<file path="src/len5_config.svh">
`ifndef LEN5_CONFIG_SVH
`define LEN5_CONFIG_SVH

// ------------------------------
// core configuration
// ------------------------------

// data and address width
`define LEN5_XLEN 32

`define LEN5_BOOT_PC 32'h0000_0000 // first fetch address
`define LEN5_TRAP_PC 32'h0000_0100 // where every exception lands

// btb index width, 8 entries
`define LEN5_BTB_BITS 3

`endif

</file>
<file path="src/len5_pkg.sv">
`include "len5_config.svh"

package len5_pkg;

  // ------------------------------
  // basic types
  // ------------------------------
  typedef logic [`LEN5_XLEN-1:0] xlen_t;
  typedef logic [31:0] instr_t;
  typedef logic [4:0] reg_idx_t;
  typedef logic [3:0] except_code_t;

  localparam except_code_t EXC_INSTR_FAULT = 4'd1; // instruction access fault
  localparam except_code_t EXC_ILLEGAL     = 4'd2; // unsupported opcode

  typedef enum logic {
    FS_REQ,  // request goes out this cycle
    FS_WAIT  // waiting for the memory answer
  } fetch_state_t;

  // ------------------------------
  // stage to stage bundles
  // ------------------------------
  typedef struct packed {
    logic  taken;
    xlen_t target; // pc+4 when not taken
  } prediction_t;

  typedef struct packed {
    xlen_t        pc;
    instr_t       instr;
    prediction_t  pred;
    logic         except_raised;
    except_code_t except_code;
  } issue_t;

  typedef struct packed {
    xlen_t pc;
    xlen_t target;     // actual next pc
    logic  is_branch;  // trains the btb
    logic  taken;
    logic  mispredict;
  } resolution_t;

  typedef struct packed {
    xlen_t        pc;
    reg_idx_t     rd;
    xlen_t        value;
    logic         except_raised;
    except_code_t except_code;
  } commit_t;

endpackage

</file>
<file path="src/branch_predictor.sv">
`timescale 1ns/1ps
`include "len5_config.svh"

module branch_predictor #(
  parameter int BTB_BITS = `LEN5_BTB_BITS
) (
  input  logic                  clk_i,
  input  logic                  rst_i,
  input  len5_pkg::xlen_t       lookup_pc_i,
  output len5_pkg::prediction_t pred_o,
  input  logic                  res_valid_i,
  input  len5_pkg::resolution_t res_i
);

  import len5_pkg::*;

  localparam int ENTRIES = 1 << BTB_BITS;
  localparam int TAG_LSB = BTB_BITS + 2; // word aligned pcs

  typedef logic [BTB_BITS-1:0] btb_idx_t;
  typedef logic [`LEN5_XLEN-1:TAG_LSB] btb_tag_t;
  typedef logic [1:0] sat_cnt_t;

  logic [ENTRIES-1:0] valid_q;
  btb_tag_t           tag_q [ENTRIES];
  xlen_t              target_q [ENTRIES];
  sat_cnt_t           cnt_q [ENTRIES];

  btb_idx_t lookup_idx;
  btb_idx_t upd_idx;
  logic     lookup_hit;
  logic     upd_hit;
  sat_cnt_t cnt_base;
  sat_cnt_t cnt_next;

  // ------------------------------
  // lookup
  // ------------------------------
  assign lookup_idx = lookup_pc_i[TAG_LSB-1:2];
  assign lookup_hit = valid_q[lookup_idx] && (tag_q[lookup_idx] == lookup_pc_i[`LEN5_XLEN-1:TAG_LSB]);

  always_comb begin
    pred_o.taken  = lookup_hit && cnt_q[lookup_idx][1]; // 2 or 3 predicts taken
    pred_o.target = pred_o.taken ? target_q[lookup_idx] : lookup_pc_i + 32'd4;
  end

  // ------------------------------
  // training
  // ------------------------------
  assign upd_idx  = res_i.pc[TAG_LSB-1:2];
  assign upd_hit  = valid_q[upd_idx] && (tag_q[upd_idx] == res_i.pc[`LEN5_XLEN-1:TAG_LSB]);
  assign cnt_base = upd_hit ? cnt_q[upd_idx] : 2'b01; // fresh entry, weakly not taken

  always_comb begin
    if (res_i.taken) begin
      cnt_next = (cnt_base == 2'b11) ? cnt_base : cnt_base + 2'd1;
    end else begin
      cnt_next = (cnt_base == 2'b00) ? cnt_base : cnt_base - 2'd1;
    end
  end

  always_ff @(posedge clk_i) begin
    if (rst_i) begin
      valid_q <= '0;
      for (int i = 0; i < ENTRIES; i++) begin
        cnt_q[i] <= 2'b01;
      end
    end else if (res_valid_i && res_i.is_branch) begin
      valid_q[upd_idx] <= 1'b1;
      cnt_q[upd_idx]   <= cnt_next;
    end
  end

  always_ff @(posedge clk_i) begin
    if (res_valid_i && res_i.is_branch) begin
      tag_q[upd_idx]    <= res_i.pc[`LEN5_XLEN-1:TAG_LSB];
      target_q[upd_idx] <= res_i.target;
    end
  end

endmodule

</file>
<file path="src/fetch_stage.sv">
`timescale 1ns/1ps
`include "len5_config.svh"

module fetch_stage #(
  parameter int BTB_BITS = `LEN5_BTB_BITS
) (
  input  logic                   clk_i,
  input  logic                   rst_i,
  // instruction memory
  output logic                   instr_req_o,
  output len5_pkg::xlen_t        instr_addr_o,
  output logic                   instr_tag_o,
  input  logic                   instr_rvalid_i,
  input  len5_pkg::instr_t       instr_rdata_i,
  input  logic                   instr_tag_i,
  input  logic                   instr_except_raised_i,
  input  len5_pkg::except_code_t instr_except_code_i,
  // resolution from the backend
  input  logic                   res_valid_i,
  input  len5_pkg::resolution_t  res_i,
  // issue to the backend
  output logic                   issue_valid_o,
  output len5_pkg::issue_t       issue_o
);

  import len5_pkg::*;

  fetch_state_t state_q;
  xlen_t        pc_q;     // address of the current request
  logic         epoch_q;
  prediction_t  pred_q;   // prediction for pc_q, rides along to issue
  prediction_t  bp_pred;
  logic         flush;
  logic         rsp_ok;

  branch_predictor #(
    .BTB_BITS(BTB_BITS)
  ) u_branch_predictor (
    .clk_i      (clk_i),
    .rst_i      (rst_i),
    .lookup_pc_i(pc_q),
    .pred_o     (bp_pred),
    .res_valid_i(res_valid_i),
    .res_i      (res_i)
  );

  assign flush  = res_valid_i && res_i.mispredict;
  assign rsp_ok = (state_q == FS_WAIT) && instr_rvalid_i && (instr_tag_i == epoch_q);

  // ------------------------------
  // memory request
  // ------------------------------
  assign instr_req_o  = (state_q == FS_REQ) && !rst_i; // boot request right after reset
  assign instr_addr_o = pc_q;
  assign instr_tag_o  = epoch_q;

  always_ff @(posedge clk_i) begin
    if (rst_i) begin
      state_q <= FS_REQ;
      pc_q    <= `LEN5_BOOT_PC;
      epoch_q <= 1'b0;
    end else begin
      case (state_q)
        FS_REQ: state_q <= FS_WAIT;
        FS_WAIT: begin
          if (instr_rvalid_i) begin
            state_q <= FS_REQ; // stale answers also free the slot
          end
          if (rsp_ok) begin
            pc_q <= pred_q.target;
          end
        end
        default: state_q <= FS_REQ;
      endcase
      // redirect wins over the predicted pc
      if (flush) begin
        pc_q    <= res_i.target;
        epoch_q <= ~epoch_q;
      end
    end
  end

  always_ff @(posedge clk_i) begin
    if (state_q == FS_REQ) begin
      pred_q <= bp_pred;
    end
  end

  // ------------------------------
  // issue
  // ------------------------------
  assign issue_valid_o = rsp_ok && !flush;

  always_comb begin
    issue_o.pc            = pc_q;
    issue_o.instr         = instr_rdata_i;
    issue_o.pred          = pred_q;
    issue_o.except_raised = instr_except_raised_i;
    issue_o.except_code   = instr_except_code_i;
  end

endmodule

</file>
<file path="src/backend.sv">
`timescale 1ns/1ps
`include "len5_config.svh"

module backend (
  input  logic                  clk_i,
  input  logic                  rst_i,
  input  logic                  issue_valid_i,
  input  len5_pkg::issue_t      issue_i,
  output logic                  res_valid_o,
  output len5_pkg::resolution_t res_o,
  output logic                  commit_valid_o,
  output len5_pkg::commit_t     commit_o
);

  import len5_pkg::*;

  localparam logic [6:0] OPC_OP_IMM = 7'b0010011;
  localparam logic [6:0] OPC_OP     = 7'b0110011;
  localparam logic [6:0] OPC_LUI    = 7'b0110111;
  localparam logic [6:0] OPC_BRANCH = 7'b1100011;
  localparam logic [6:0] OPC_JAL    = 7'b1101111;
  localparam logic [6:0] F7_SUB     = 7'b0100000;

  instr_t       instr;
  logic [6:0]   opcode;
  logic [2:0]   funct3;
  logic [6:0]   funct7;
  reg_idx_t     rd;
  reg_idx_t     rs1;
  reg_idx_t     rs2;
  xlen_t        imm_i;
  xlen_t        imm_u;
  xlen_t        imm_b;
  xlen_t        imm_j;
  xlen_t        regfile_q [32];
  xlen_t        rs1_val;
  xlen_t        rs2_val;
  xlen_t        result;
  xlen_t        link_pc;
  xlen_t        jump_pc;
  xlen_t        next_pc;
  logic         legal;
  logic         wr_en;
  logic         taken;
  logic         is_branch;
  logic         except_raised;
  except_code_t except_code;

  // ------------------------------
  // decode and operand read
  // ------------------------------
  assign instr  = issue_i.instr;
  assign opcode = instr[6:0];
  assign rd     = instr[11:7];
  assign funct3 = instr[14:12];
  assign rs1    = instr[19:15];
  assign rs2    = instr[24:20];
  assign funct7 = instr[31:25];

  assign imm_i = {{20{instr[31]}}, instr[31:20]};
  assign imm_u = {instr[31:12], 12'b0};
  assign imm_b = {{19{instr[31]}}, instr[31], instr[7], instr[30:25], instr[11:8], 1'b0};
  assign imm_j = {{11{instr[31]}}, instr[31], instr[19:12], instr[20], instr[30:21], 1'b0};

  assign rs1_val = (rs1 == '0) ? '0 : regfile_q[rs1]; // x0 hardwired
  assign rs2_val = (rs2 == '0) ? '0 : regfile_q[rs2];
  assign link_pc = issue_i.pc + 32'd4;
  assign jump_pc = issue_i.pc + ((opcode == OPC_JAL) ? imm_j : imm_b);

  // ------------------------------
  // execute and resolve
  // ------------------------------
  always_comb begin
    legal     = 1'b1;
    wr_en     = 1'b0;
    taken     = 1'b0;
    is_branch = 1'b0;
    result    = '0;
    case (opcode)
      OPC_OP_IMM: begin
        legal  = (funct3 == 3'b000); // addi only
        wr_en  = legal;
        result = rs1_val + imm_i;
      end
      OPC_OP: begin
        legal  = (funct3 == 3'b000) && ((funct7 == '0) || (funct7 == F7_SUB));
        wr_en  = legal;
        result = (funct7 == F7_SUB) ? rs1_val - rs2_val : rs1_val + rs2_val;
      end
      OPC_LUI: begin
        wr_en  = 1'b1;
        result = imm_u;
      end
      OPC_BRANCH: begin
        legal     = (funct3 == 3'b000) || (funct3 == 3'b001); // beq, bne
        is_branch = legal;
        taken     = legal && ((rs1_val == rs2_val) ^ funct3[0]);
      end
      OPC_JAL: begin
        wr_en     = 1'b1;
        result    = link_pc;
        taken     = 1'b1;
        is_branch = 1'b1;
      end
      default: legal = 1'b0;
    endcase
    // a faulted fetch carries no usable instruction word
    except_raised = issue_i.except_raised || !legal;
    except_code   = issue_i.except_raised ? issue_i.except_code : EXC_ILLEGAL;
    if (except_raised) begin
      wr_en     = 1'b0;
      taken     = 1'b0;
      is_branch = 1'b0;
      next_pc   = `LEN5_TRAP_PC;
    end else begin
      next_pc = taken ? jump_pc : link_pc;
    end
  end

  // ------------------------------
  // commit and resolution
  // ------------------------------
  always_ff @(posedge clk_i) begin
    if (rst_i) begin
      res_valid_o    <= 1'b0;
      commit_valid_o <= 1'b0;
    end else begin
      res_valid_o    <= issue_valid_i;
      commit_valid_o <= issue_valid_i;
    end
  end

  always_ff @(posedge clk_i) begin
    if (issue_valid_i) begin
      res_o.pc               <= issue_i.pc;
      res_o.target           <= next_pc;
      res_o.is_branch        <= is_branch;
      res_o.taken            <= taken;
      res_o.mispredict       <= except_raised || (next_pc != issue_i.pred.target);
      commit_o.pc            <= issue_i.pc;
      commit_o.rd            <= wr_en ? rd : '0; // rd 0 means no write
      commit_o.value         <= wr_en ? result : '0;
      commit_o.except_raised <= except_raised;
      commit_o.except_code   <= except_raised ? except_code : '0;
    end
  end

  // writeback happens when the commit is visible
  always_ff @(posedge clk_i) begin
    if (commit_valid_o && (commit_o.rd != '0)) begin
      regfile_q[commit_o.rd] <= commit_o.value;
    end
  end

endmodule

</file>
<file path="src/datapath.sv">
`timescale 1ns/1ps
`include "len5_config.svh"

module datapath (
  input  logic                   clk_i,
  input  logic                   rst_i,
  // instruction memory
  output logic                   instr_req_o,
  output len5_pkg::xlen_t        instr_addr_o,
  output logic                   instr_tag_o,
  input  logic                   instr_rvalid_i,
  input  len5_pkg::instr_t       instr_rdata_i,
  input  logic                   instr_tag_i,
  input  logic                   instr_except_raised_i,
  input  len5_pkg::except_code_t instr_except_code_i,
  // retirement trace
  output logic                   commit_valid_o,
  output len5_pkg::commit_t      commit_o,
  output logic                   mem_flush_o
);

  import len5_pkg::*;

  // ------------------------------
  // front end to back end
  // ------------------------------
  logic        issue_valid;
  issue_t      issue;
  logic        res_valid;
  resolution_t res;
  logic        mis_flush;

  fetch_stage #(
    .BTB_BITS(`LEN5_BTB_BITS)
  ) u_fetch_stage (
    .clk_i                (clk_i),
    .rst_i                (rst_i),
    .instr_req_o          (instr_req_o),
    .instr_addr_o         (instr_addr_o),
    .instr_tag_o          (instr_tag_o),
    .instr_rvalid_i       (instr_rvalid_i),
    .instr_rdata_i        (instr_rdata_i),
    .instr_tag_i          (instr_tag_i),
    .instr_except_raised_i(instr_except_raised_i),
    .instr_except_code_i  (instr_except_code_i),
    .res_valid_i          (res_valid),
    .res_i                (res),
    .issue_valid_o        (issue_valid),
    .issue_o              (issue)
  );

  backend u_backend (
    .clk_i         (clk_i),
    .rst_i         (rst_i),
    .issue_valid_i (issue_valid),
    .issue_i       (issue),
    .res_valid_o   (res_valid),
    .res_o         (res),
    .commit_valid_o(commit_valid_o),
    .commit_o      (commit_o)
  );

  assign mis_flush   = res_valid && res.mispredict; // redirect, also drops memory state
  assign mem_flush_o = mis_flush;

endmodule

</file>
<file path="config.mk">
export PLATFORM = sky130hd
export DESIGN_NAME = datapath
export DESIGN_NICKNAME = d
export VERILOG_FILES = /design/src/len5_pkg.sv /design/src/branch_predictor.sv /design/src/fetch_stage.sv /design/src/backend.sv /design/src/datapath.sv
export VERILOG_INCLUDE_DIRS = /design/src
export SDC_FILE = /design/constraint.sdc
export NUM_CORES = 2
export LEC_CHECK = 0
export BUFFER_PORTS_ARGS = -buffer_cell sky130_fd_sc_hd__buf_2
export CAP_MARGIN = 10
export CELL_PAD_IN_SITES_DETAIL_PLACEMENT = 2
export CELL_PAD_IN_SITES_GLOBAL_PLACEMENT = 2
export CORE_ASPECT_RATIO = 1.5
export CORE_MARGIN = 5
export CORE_UTILIZATION = 44
export DETAILED_ROUTE_END_ITERATION = 8
export GPL_TIMING_DRIVEN = 0
export PLACE_DENSITY_LB_ADDON = 0.1
export SYNTH_ARGS = -nofsm -noshare
export SYNTH_HDL_FRONTEND = slang
export SYNTH_SLANG_ARGS = --single-unit
</file>
<file path="constraint.sdc">
create_clock -name clk_i -period 6.7 [get_ports clk_i]
set_clock_uncertainty 0.2 [all_clocks]
set_input_delay 0.335 -clock clk_i [delete_from_list [all_inputs] [get_ports clk_i]]
set_output_delay 0.335 -clock clk_i [all_outputs]
set_load 0.02 [all_outputs]
</file>
After elaboration in Yosys (flattened, before gate mapping) --
Memory sizes are Yosys's and may differ from the RTL's. A register that Yosys moved wholly into a read port is not among the register bits. Cells that the tools add are included.
Word-level totals: flip-flop bits (word level) 184, RAM bits 1512, memories 4
Operators by class: order comparisons 3, add/subtract/negate cells 7, bitwise operators 4, muxes and demuxes 48, equal/unequal tests 13, reduce and logical (&&, ||, !) cells 32
Memories:
- u_backend.regfile_q | depth 32, bits a word 32, rd ports 2, clocked after Yosys merged registers in 0, write ports 1, line backend.sv:35 | xlen_t regfile_q [32];
- u_fetch_stage.u_branch_predictor.target_q | depth 8, bits a word 32, rd ports 1, clocked after Yosys merged registers in 1, write ports 1, line branch_predictor.sv:26 | xlen_t target_q [ENTRIES];
- u_fetch_stage.u_branch_predictor.tag_q | depth 8, bits a word 27, rd ports 2, clocked after Yosys merged registers in 2, write ports 1, line branch_predictor.sv:25 | btb_tag_t tag_q [ENTRIES];
- u_fetch_stage.u_branch_predictor.cnt_q | depth 8, bits a word 2, rd ports 2, clocked after Yosys merged registers in 2, write ports 8, line branch_predictor.sv:27 | sat_cnt_t cnt_q [ENTRIES];
Operators by type and width (count):
- two-way mux 32 bit | 9
- case mux 32 bit (4 select lines) | 1
- adder 32 bit | 3
- == test 27 bit | 2
- adder 32 x 3 -> 32 bit, second input constant | 1
- == test 32 bit | 1
- != test 32 bit | 1
- subtractor 32 bit | 1
- two-way mux 3 bit | 9
- == test 7 x 6 -> 1 bit, second input constant | 3
- two-way mux 20 bit | 1
- == test 7 bit, second input constant | 2
- two-way mux 1 bit | 14
- logical AND 1 bit | 13
- two-way mux 2 bit | 6
- zero test 5 bit | 2
- less-than comparator 3 x 4 -> 1 bit, second input constant | 2
- bitwise OR 8 bit | 1
- == test 7 x 5 -> 1 bit, second input constant | 1
- zero test 7 bit | 1
- binary-select mux 1 bit (select 3 bit) | 2
- case mux 1 bit (2 select lines) | 3
- nonzero test 5 bit | 1
- logical OR 1 bit | 4
- 17 further kinds | 23

Logic depth before layout (Yosys ltp) --
depth after elaboration 10, gate-level depth with buffers 30, gate-level depth less buffers 22

Modules after synthesis --
From an unflattened synthesis, not the netlist that was laid out.
Unflattened totals: cells, all modules 5409, area total of the unflattened synthesis 84908.9 um^2
Modules (own cells, without submodules):
- backend | instances 1, cells each 3904, area an instance 59395.7 um^2
- branch_predictor | instances 1, cells each 1237, area an instance 22112.5 um^2
- fetch_stage | instances 1, cells each 267, area an instance 3394.5 um^2
- datapath | instances 1, cells each 1, area an instance 6.3 um^2

Worst setup path after synthesis --
Ideal clock, no wire load.
kind input port to flip-flop, start point in instr_rdata_i[20], end point reg u_backend.res_o[0] (netlist name), data pin, stages 26, slack -0.022 ns, buffers on the path 8, required time 6.237 ns, data arrival time 6.259 ns, cell sequence clkbuf_1 clkbuf_1 buf_2 buf_1 buf_1 mux4_2 mux4_2 nand2_1 a21o_1 ha_1 clkbuf_1 nand4_1 nor4_1 nand4_1 nand3_1 o311a_1 nand4_2 nor2_1 buf_2 buf_2 a31oi_1 nor4_1 nand4_1 nor3_1 o2111ai_1 a2111o_1
On the way: word-level cells in the longest chain between the ends 10, elaborated cells between the ends (all ways) 13
Ends and longest elaborated chain:
- start: declaration | line datapath.sv:12 | input len5_pkg::instr_t instr_rdata_i,
- memory read (32 x 32 bit) / zero test 5 bit (equally long branches)
- two-way mux 32 bit | line backend.sv:66 | assign rs2_val = (rs2 == '0) ? '0 : regfile_q[rs2];
- == test 32 bit | line backend.sv:97 | taken = legal && ((rs1_val == rs2_val) ^ funct3[0]);
- XOR 1 bit | line backend.sv:97
- logical AND 1 bit | line backend.sv:97
- case mux 1 bit (2 select lines) | line backend.sv:79 | case (opcode)
- two-way mux 32 bit (*) | line backend.sv:116 | next_pc = taken ? jump_pc : link_pc;
- two-way mux 32 bit (*) | line backend.sv:110 | if (except_raised) begin
- != test 32 bit (*) | line backend.sv:139 | res_o.mispredict <= except_raised || (next_pc != issue_i.pred.target);
- logical OR 1 bit (*) | line backend.sv:139
- end: declaration | line backend.sv:10 | output len5_pkg::resolution_t res_o,
Mark *: on every way between the ends. The rest lies on a longest branch, timed or not. A chain may end at the register's enable or synchronous reset.

Final worst setup path --
start point in instr_rdata_i[24], end point reg u_backend.res_o[0] (netlist name), data pin
The elaborated chain is that of the path after synthesis.

==> impl_metrics.yaml <==
run_status:
  status: "complete, but fails checks"
  violations: "negative setup slack"
critical_path:
  critPathCaptureType: "flip-flop"
  rr_worst_depth: 11
  worstPathRequired_ps: 7090
  path_max_fanout: 10
  r2r_end: "u_fetch_stage.issue_o[11]"
  critical_path_class: "in -> reg"
  startpoint_type: "input port"
  r2r_slack_ps: 140
  cp.arrival_ps: 7190
min_path:
  hold_depth: 3
  hold_path_class: "in -> reg"
  min-delay-start: "instr_rdata_i[30]"
  holdPathEnd: "u_backend.commit_o[35]"
cts:
  cts_root_buffer: "clkbuf_16"
  cts_made_buffers: 174
  htree_levels: 4
  cts.path.max_buffers: 4
  cts_tree: "done"
  path_clk_slew_ps: 70
  clk_latency_ps: 870
  cts.sinks: 1702
yosys:
  synth.most_common_cell: "edfxtp_1"
  synth_cell_types: 87
  ys_dominant_reg_cell: "edfxtp_1"
  synthAdderAreaFrac_pct: 1.96
  synth_xor_xnor_area_share_pct: 1.83
  synth_area_um2: 83700
  yosys.area.top_type: "edfxtp_1"
  synth_seq_cells: 1702
  synth_top_family_by_area: "multiplexers"
  synthSimpleGateAreaFrac_pct: 4.39
  syn_inst: 4951
  yosysWarningCount: 0
  synth_mux_area_share_pct: 23.3
  synth.avg_cell_area_um2: 16.9
  ys_seq_area_share_pct: 60.5
  yosysTopAreaCellShare_pct: 59.3
  synth_edf_count: 1653
  synth_area_leaders: "edfxtp_1 (59%), mux4_2 (20%), mux2i_1 (3.0%)"
  async_flop_share_pct: 0
  synth.cells.most_frequent: "edfxtp_1 (1653), mux4_2 (726), nor2_1 (284)"
  synth_compound_gate_area_share_pct: 5.55
routing:
  maxUsedRoutingLayer: "met5"
  wl_um: 348000
  ant_nets: 0
  viasPerCell: 6.74
  wl_met1_um: 115000
  drc_errors: 0
  vias: 54300
  drt_first_pass_iters: 6
  routed-wl-met3_um: 21700
  dr_wl_met2_um: 179000
  wl_per_cell_um: 43.3
  drt-initial-drc-count: 5906
placed_design:
  port_buffers: 145
  place_inst: 7709
  hpwl_um: 256000
  gp_congestion: 0.964
power:
  p_comb_share_pct: 12.6
  power_density_nw_per_um2: 253
  irDropWorstVdd_v: 0.000236
  pwr-share-seq_pct: 48.4
  power.share.switching_pct: 26.1
  cellLeakagePower_uw: 0.0319
  p_int_uw: 18100
  clkPwrFrac_pct: 39.0
  p_sw_uw: 6380
global_routing:
  antenna_found_initial: 18
  grt_start_max_net_pins: 47
  overflow: 0
  grt_usage_pct: 34.4
  grt_pass1_wl_um: 477000
  grt_pass1_vias: 58700
timing:
  finalHoldViolCount: 0
  fmax_mhz: 147
  setup_viol: 1
  min_period_ps: 6810
  slew_viol_final: 0
  finalCritPeriodShare_pct: 102
  tightestPinTransition_ps: 1370
  whs_ps: 66.2
  rsz0062_at_grt: "yes"
  max_slew_margin_pct: 8.99
  fin_ws_ps: -108
final_layout:
  fill_cells: 16900
  area_growth_pct: 15.5
  drive_gt1_share_pct: 29.7
  nets: 5608
  instances_no_fill: 8050
job:
  max_cap_violations: 0
floorplan:
  io_pins: 151
  fp.dieW_um: 366
  initial_utilization_pct: 44.1
  core_region_area_um2: 190000
  die_area_um2: 199000
  die_y_um: 544
  rows: 196
cell families after synthesis:
logic type               after synthesis
adder cells (fa/ha/maj)              129
AO/OA/AOI/OAI                        672
multiplexers                        1029
AND/OR/NAND/NOR                      765
flip-flops                          1702
other                                  1
buffers and inverters                478
XOR/XNOR                             175
worst max path at each step:
stage | startpoint | cells after the start | to
floorplan | instr_rdata_i[15] | 28 | u_backend.res_o[0]
global placement | u_backend.res_valid_o | 4 | u_fetch_stage.u_branch_predictor.cnt_q[0][1]
detailed placement | instr_rdata_i[15] | 27 | u_backend.res_o[25]
CTS | flip-flop | 11 | u_fetch_stage.issue_o[11]
global route | instr_rdata_i[15] | 26 | u_backend.res_o[0]
finish | instr_rdata_i[24] | 23 | u_backend.res_o[0]
through the flow:
| step | instance area, um^2 | setup WS, ps | setup TNS, ps | power, uW | util (%) |
|---|---|---|---|---|---|
| finish | 96600 | -108 | -108 | 24400 | 51.0 |
| global route | 96600 | -103 | -321 | 25100 | 51.0 |
| CTS | 96100 | 6.72 | 0 | 24500 | 50.7 |
| detailed placement | 89800 | -4300 | -183840 | 15000 | 47.4 |
| global placement | 87600 | -5930 | -1755020 | 14800 | 46.2 |
| floorplan | 83800 | 24.4 | 0 | 13700 | - |
cells in the final DEF, fill, tap and decap left out, types with 34 or more instances in the layout:
cell type	n
clkbuf_2	53
buf_2	176
nand2_1	151
inv_1	91
buf_8	45
clkbuf_16	175
xnor2_1	109
buf_4	96
mux4_2	726
xor2_1	65
nor2_4	38
ha_1	109
clkbuf_1	157
buf_6	34
o21ai_0	54
dfxtp_1	49
nand2b_1	58
a21oi_1	162
edfxtp_1	1653
nor2_1	244
mux2i_1	249
nand4_1	34
mux2_2	52
a21o_1	80
o22ai_1	40
nand3_1	37
a211oi_1	49
buf_12	47
routing by layer:
metal	vias up	global-route usage (%)
met5	-	0
li1	21300	-
met3	1063	5.33
met4	8	27.1
met1	29000	36.7
met2	2923	61.2
power by group through the flow:
stage / Combinational (uW) / Clock, uW / Sequential, uW
2_1_floorplan: 1770 / 0 / 12000
3_3_place_gp: 2800 / 0 / 12100
3_5_place_dp: 2900 / 0 / 12100
4_1_cts: 3000 / 9630 / 11800
5_1_grt: 3180 / 10100 / 11800
6_report: 3090 / 9540 / 11800
flip-flops by register name, indices dropped and copies added, names as in the netlist, named ones only:
name                                       flops
u_backend.regfile_q                         1024
u_fetch_stage.u_branch_predictor.target_q    256
u_fetch_stage.u_branch_predictor.tag_q       216
u_backend.res_o                               67
u_backend.commit_o                            42
u_fetch_stage.instr_addr_o                    32
u_fetch_stage.issue_o                         32
u_fetch_stage.u_branch_predictor.cnt_q        16
u_fetch_stage.u_branch_predictor.valid_q       8
u_backend.res_valid_o                          1
u_fetch_stage.instr_tag_o                      1
u_fetch_stage.state_q                          1
timing repair:
action / 4_1_cts / 5_1_grt
pin swaps: 3 / 5
hold buffers: 19 / 0
setup buffers: 2 / 5
hold endpoints to repair: 14 / 0
setup endpoints to repair: 60 / 23
gates resized for setup: 302 / 67
critical path, cell delays in order:
cell	delay (ps)
buf_2	310
clkbuf_1	600
clkbuf_1	660
clkdlybuf4s15_1	890
nand2_1	220
a21o_1	230
ha_2	400
nand4_1	110
buf_4	180
nor4_1	300
nand4_1	260
nor4_2	210
nand4_1	200
nand4_4	250
nand2b_4	200
buf_8	190
mux2i_4	300
o32ai_1	140
a2bb2oi_1	250
nand4_1	230
nor3_1	240
o2111ai_1	140
a2111o_1	300
area by class of cell:
type	instances	area, um^2	area share [%]
clock buffer	221	4590	4.75
sequential	1702	50600	52.4
antenna	12	30.0	0.0311
timing repair buffer	292	3180	3.29
buffer	375	2270	2.35
clock inverter	79	678	0.702
multi-input combinational	2802	31800	32.9
inverter	92	345	0.357
tap	2475	3100	3.20
No activity file was read; power rests on OpenSTA's default activity.
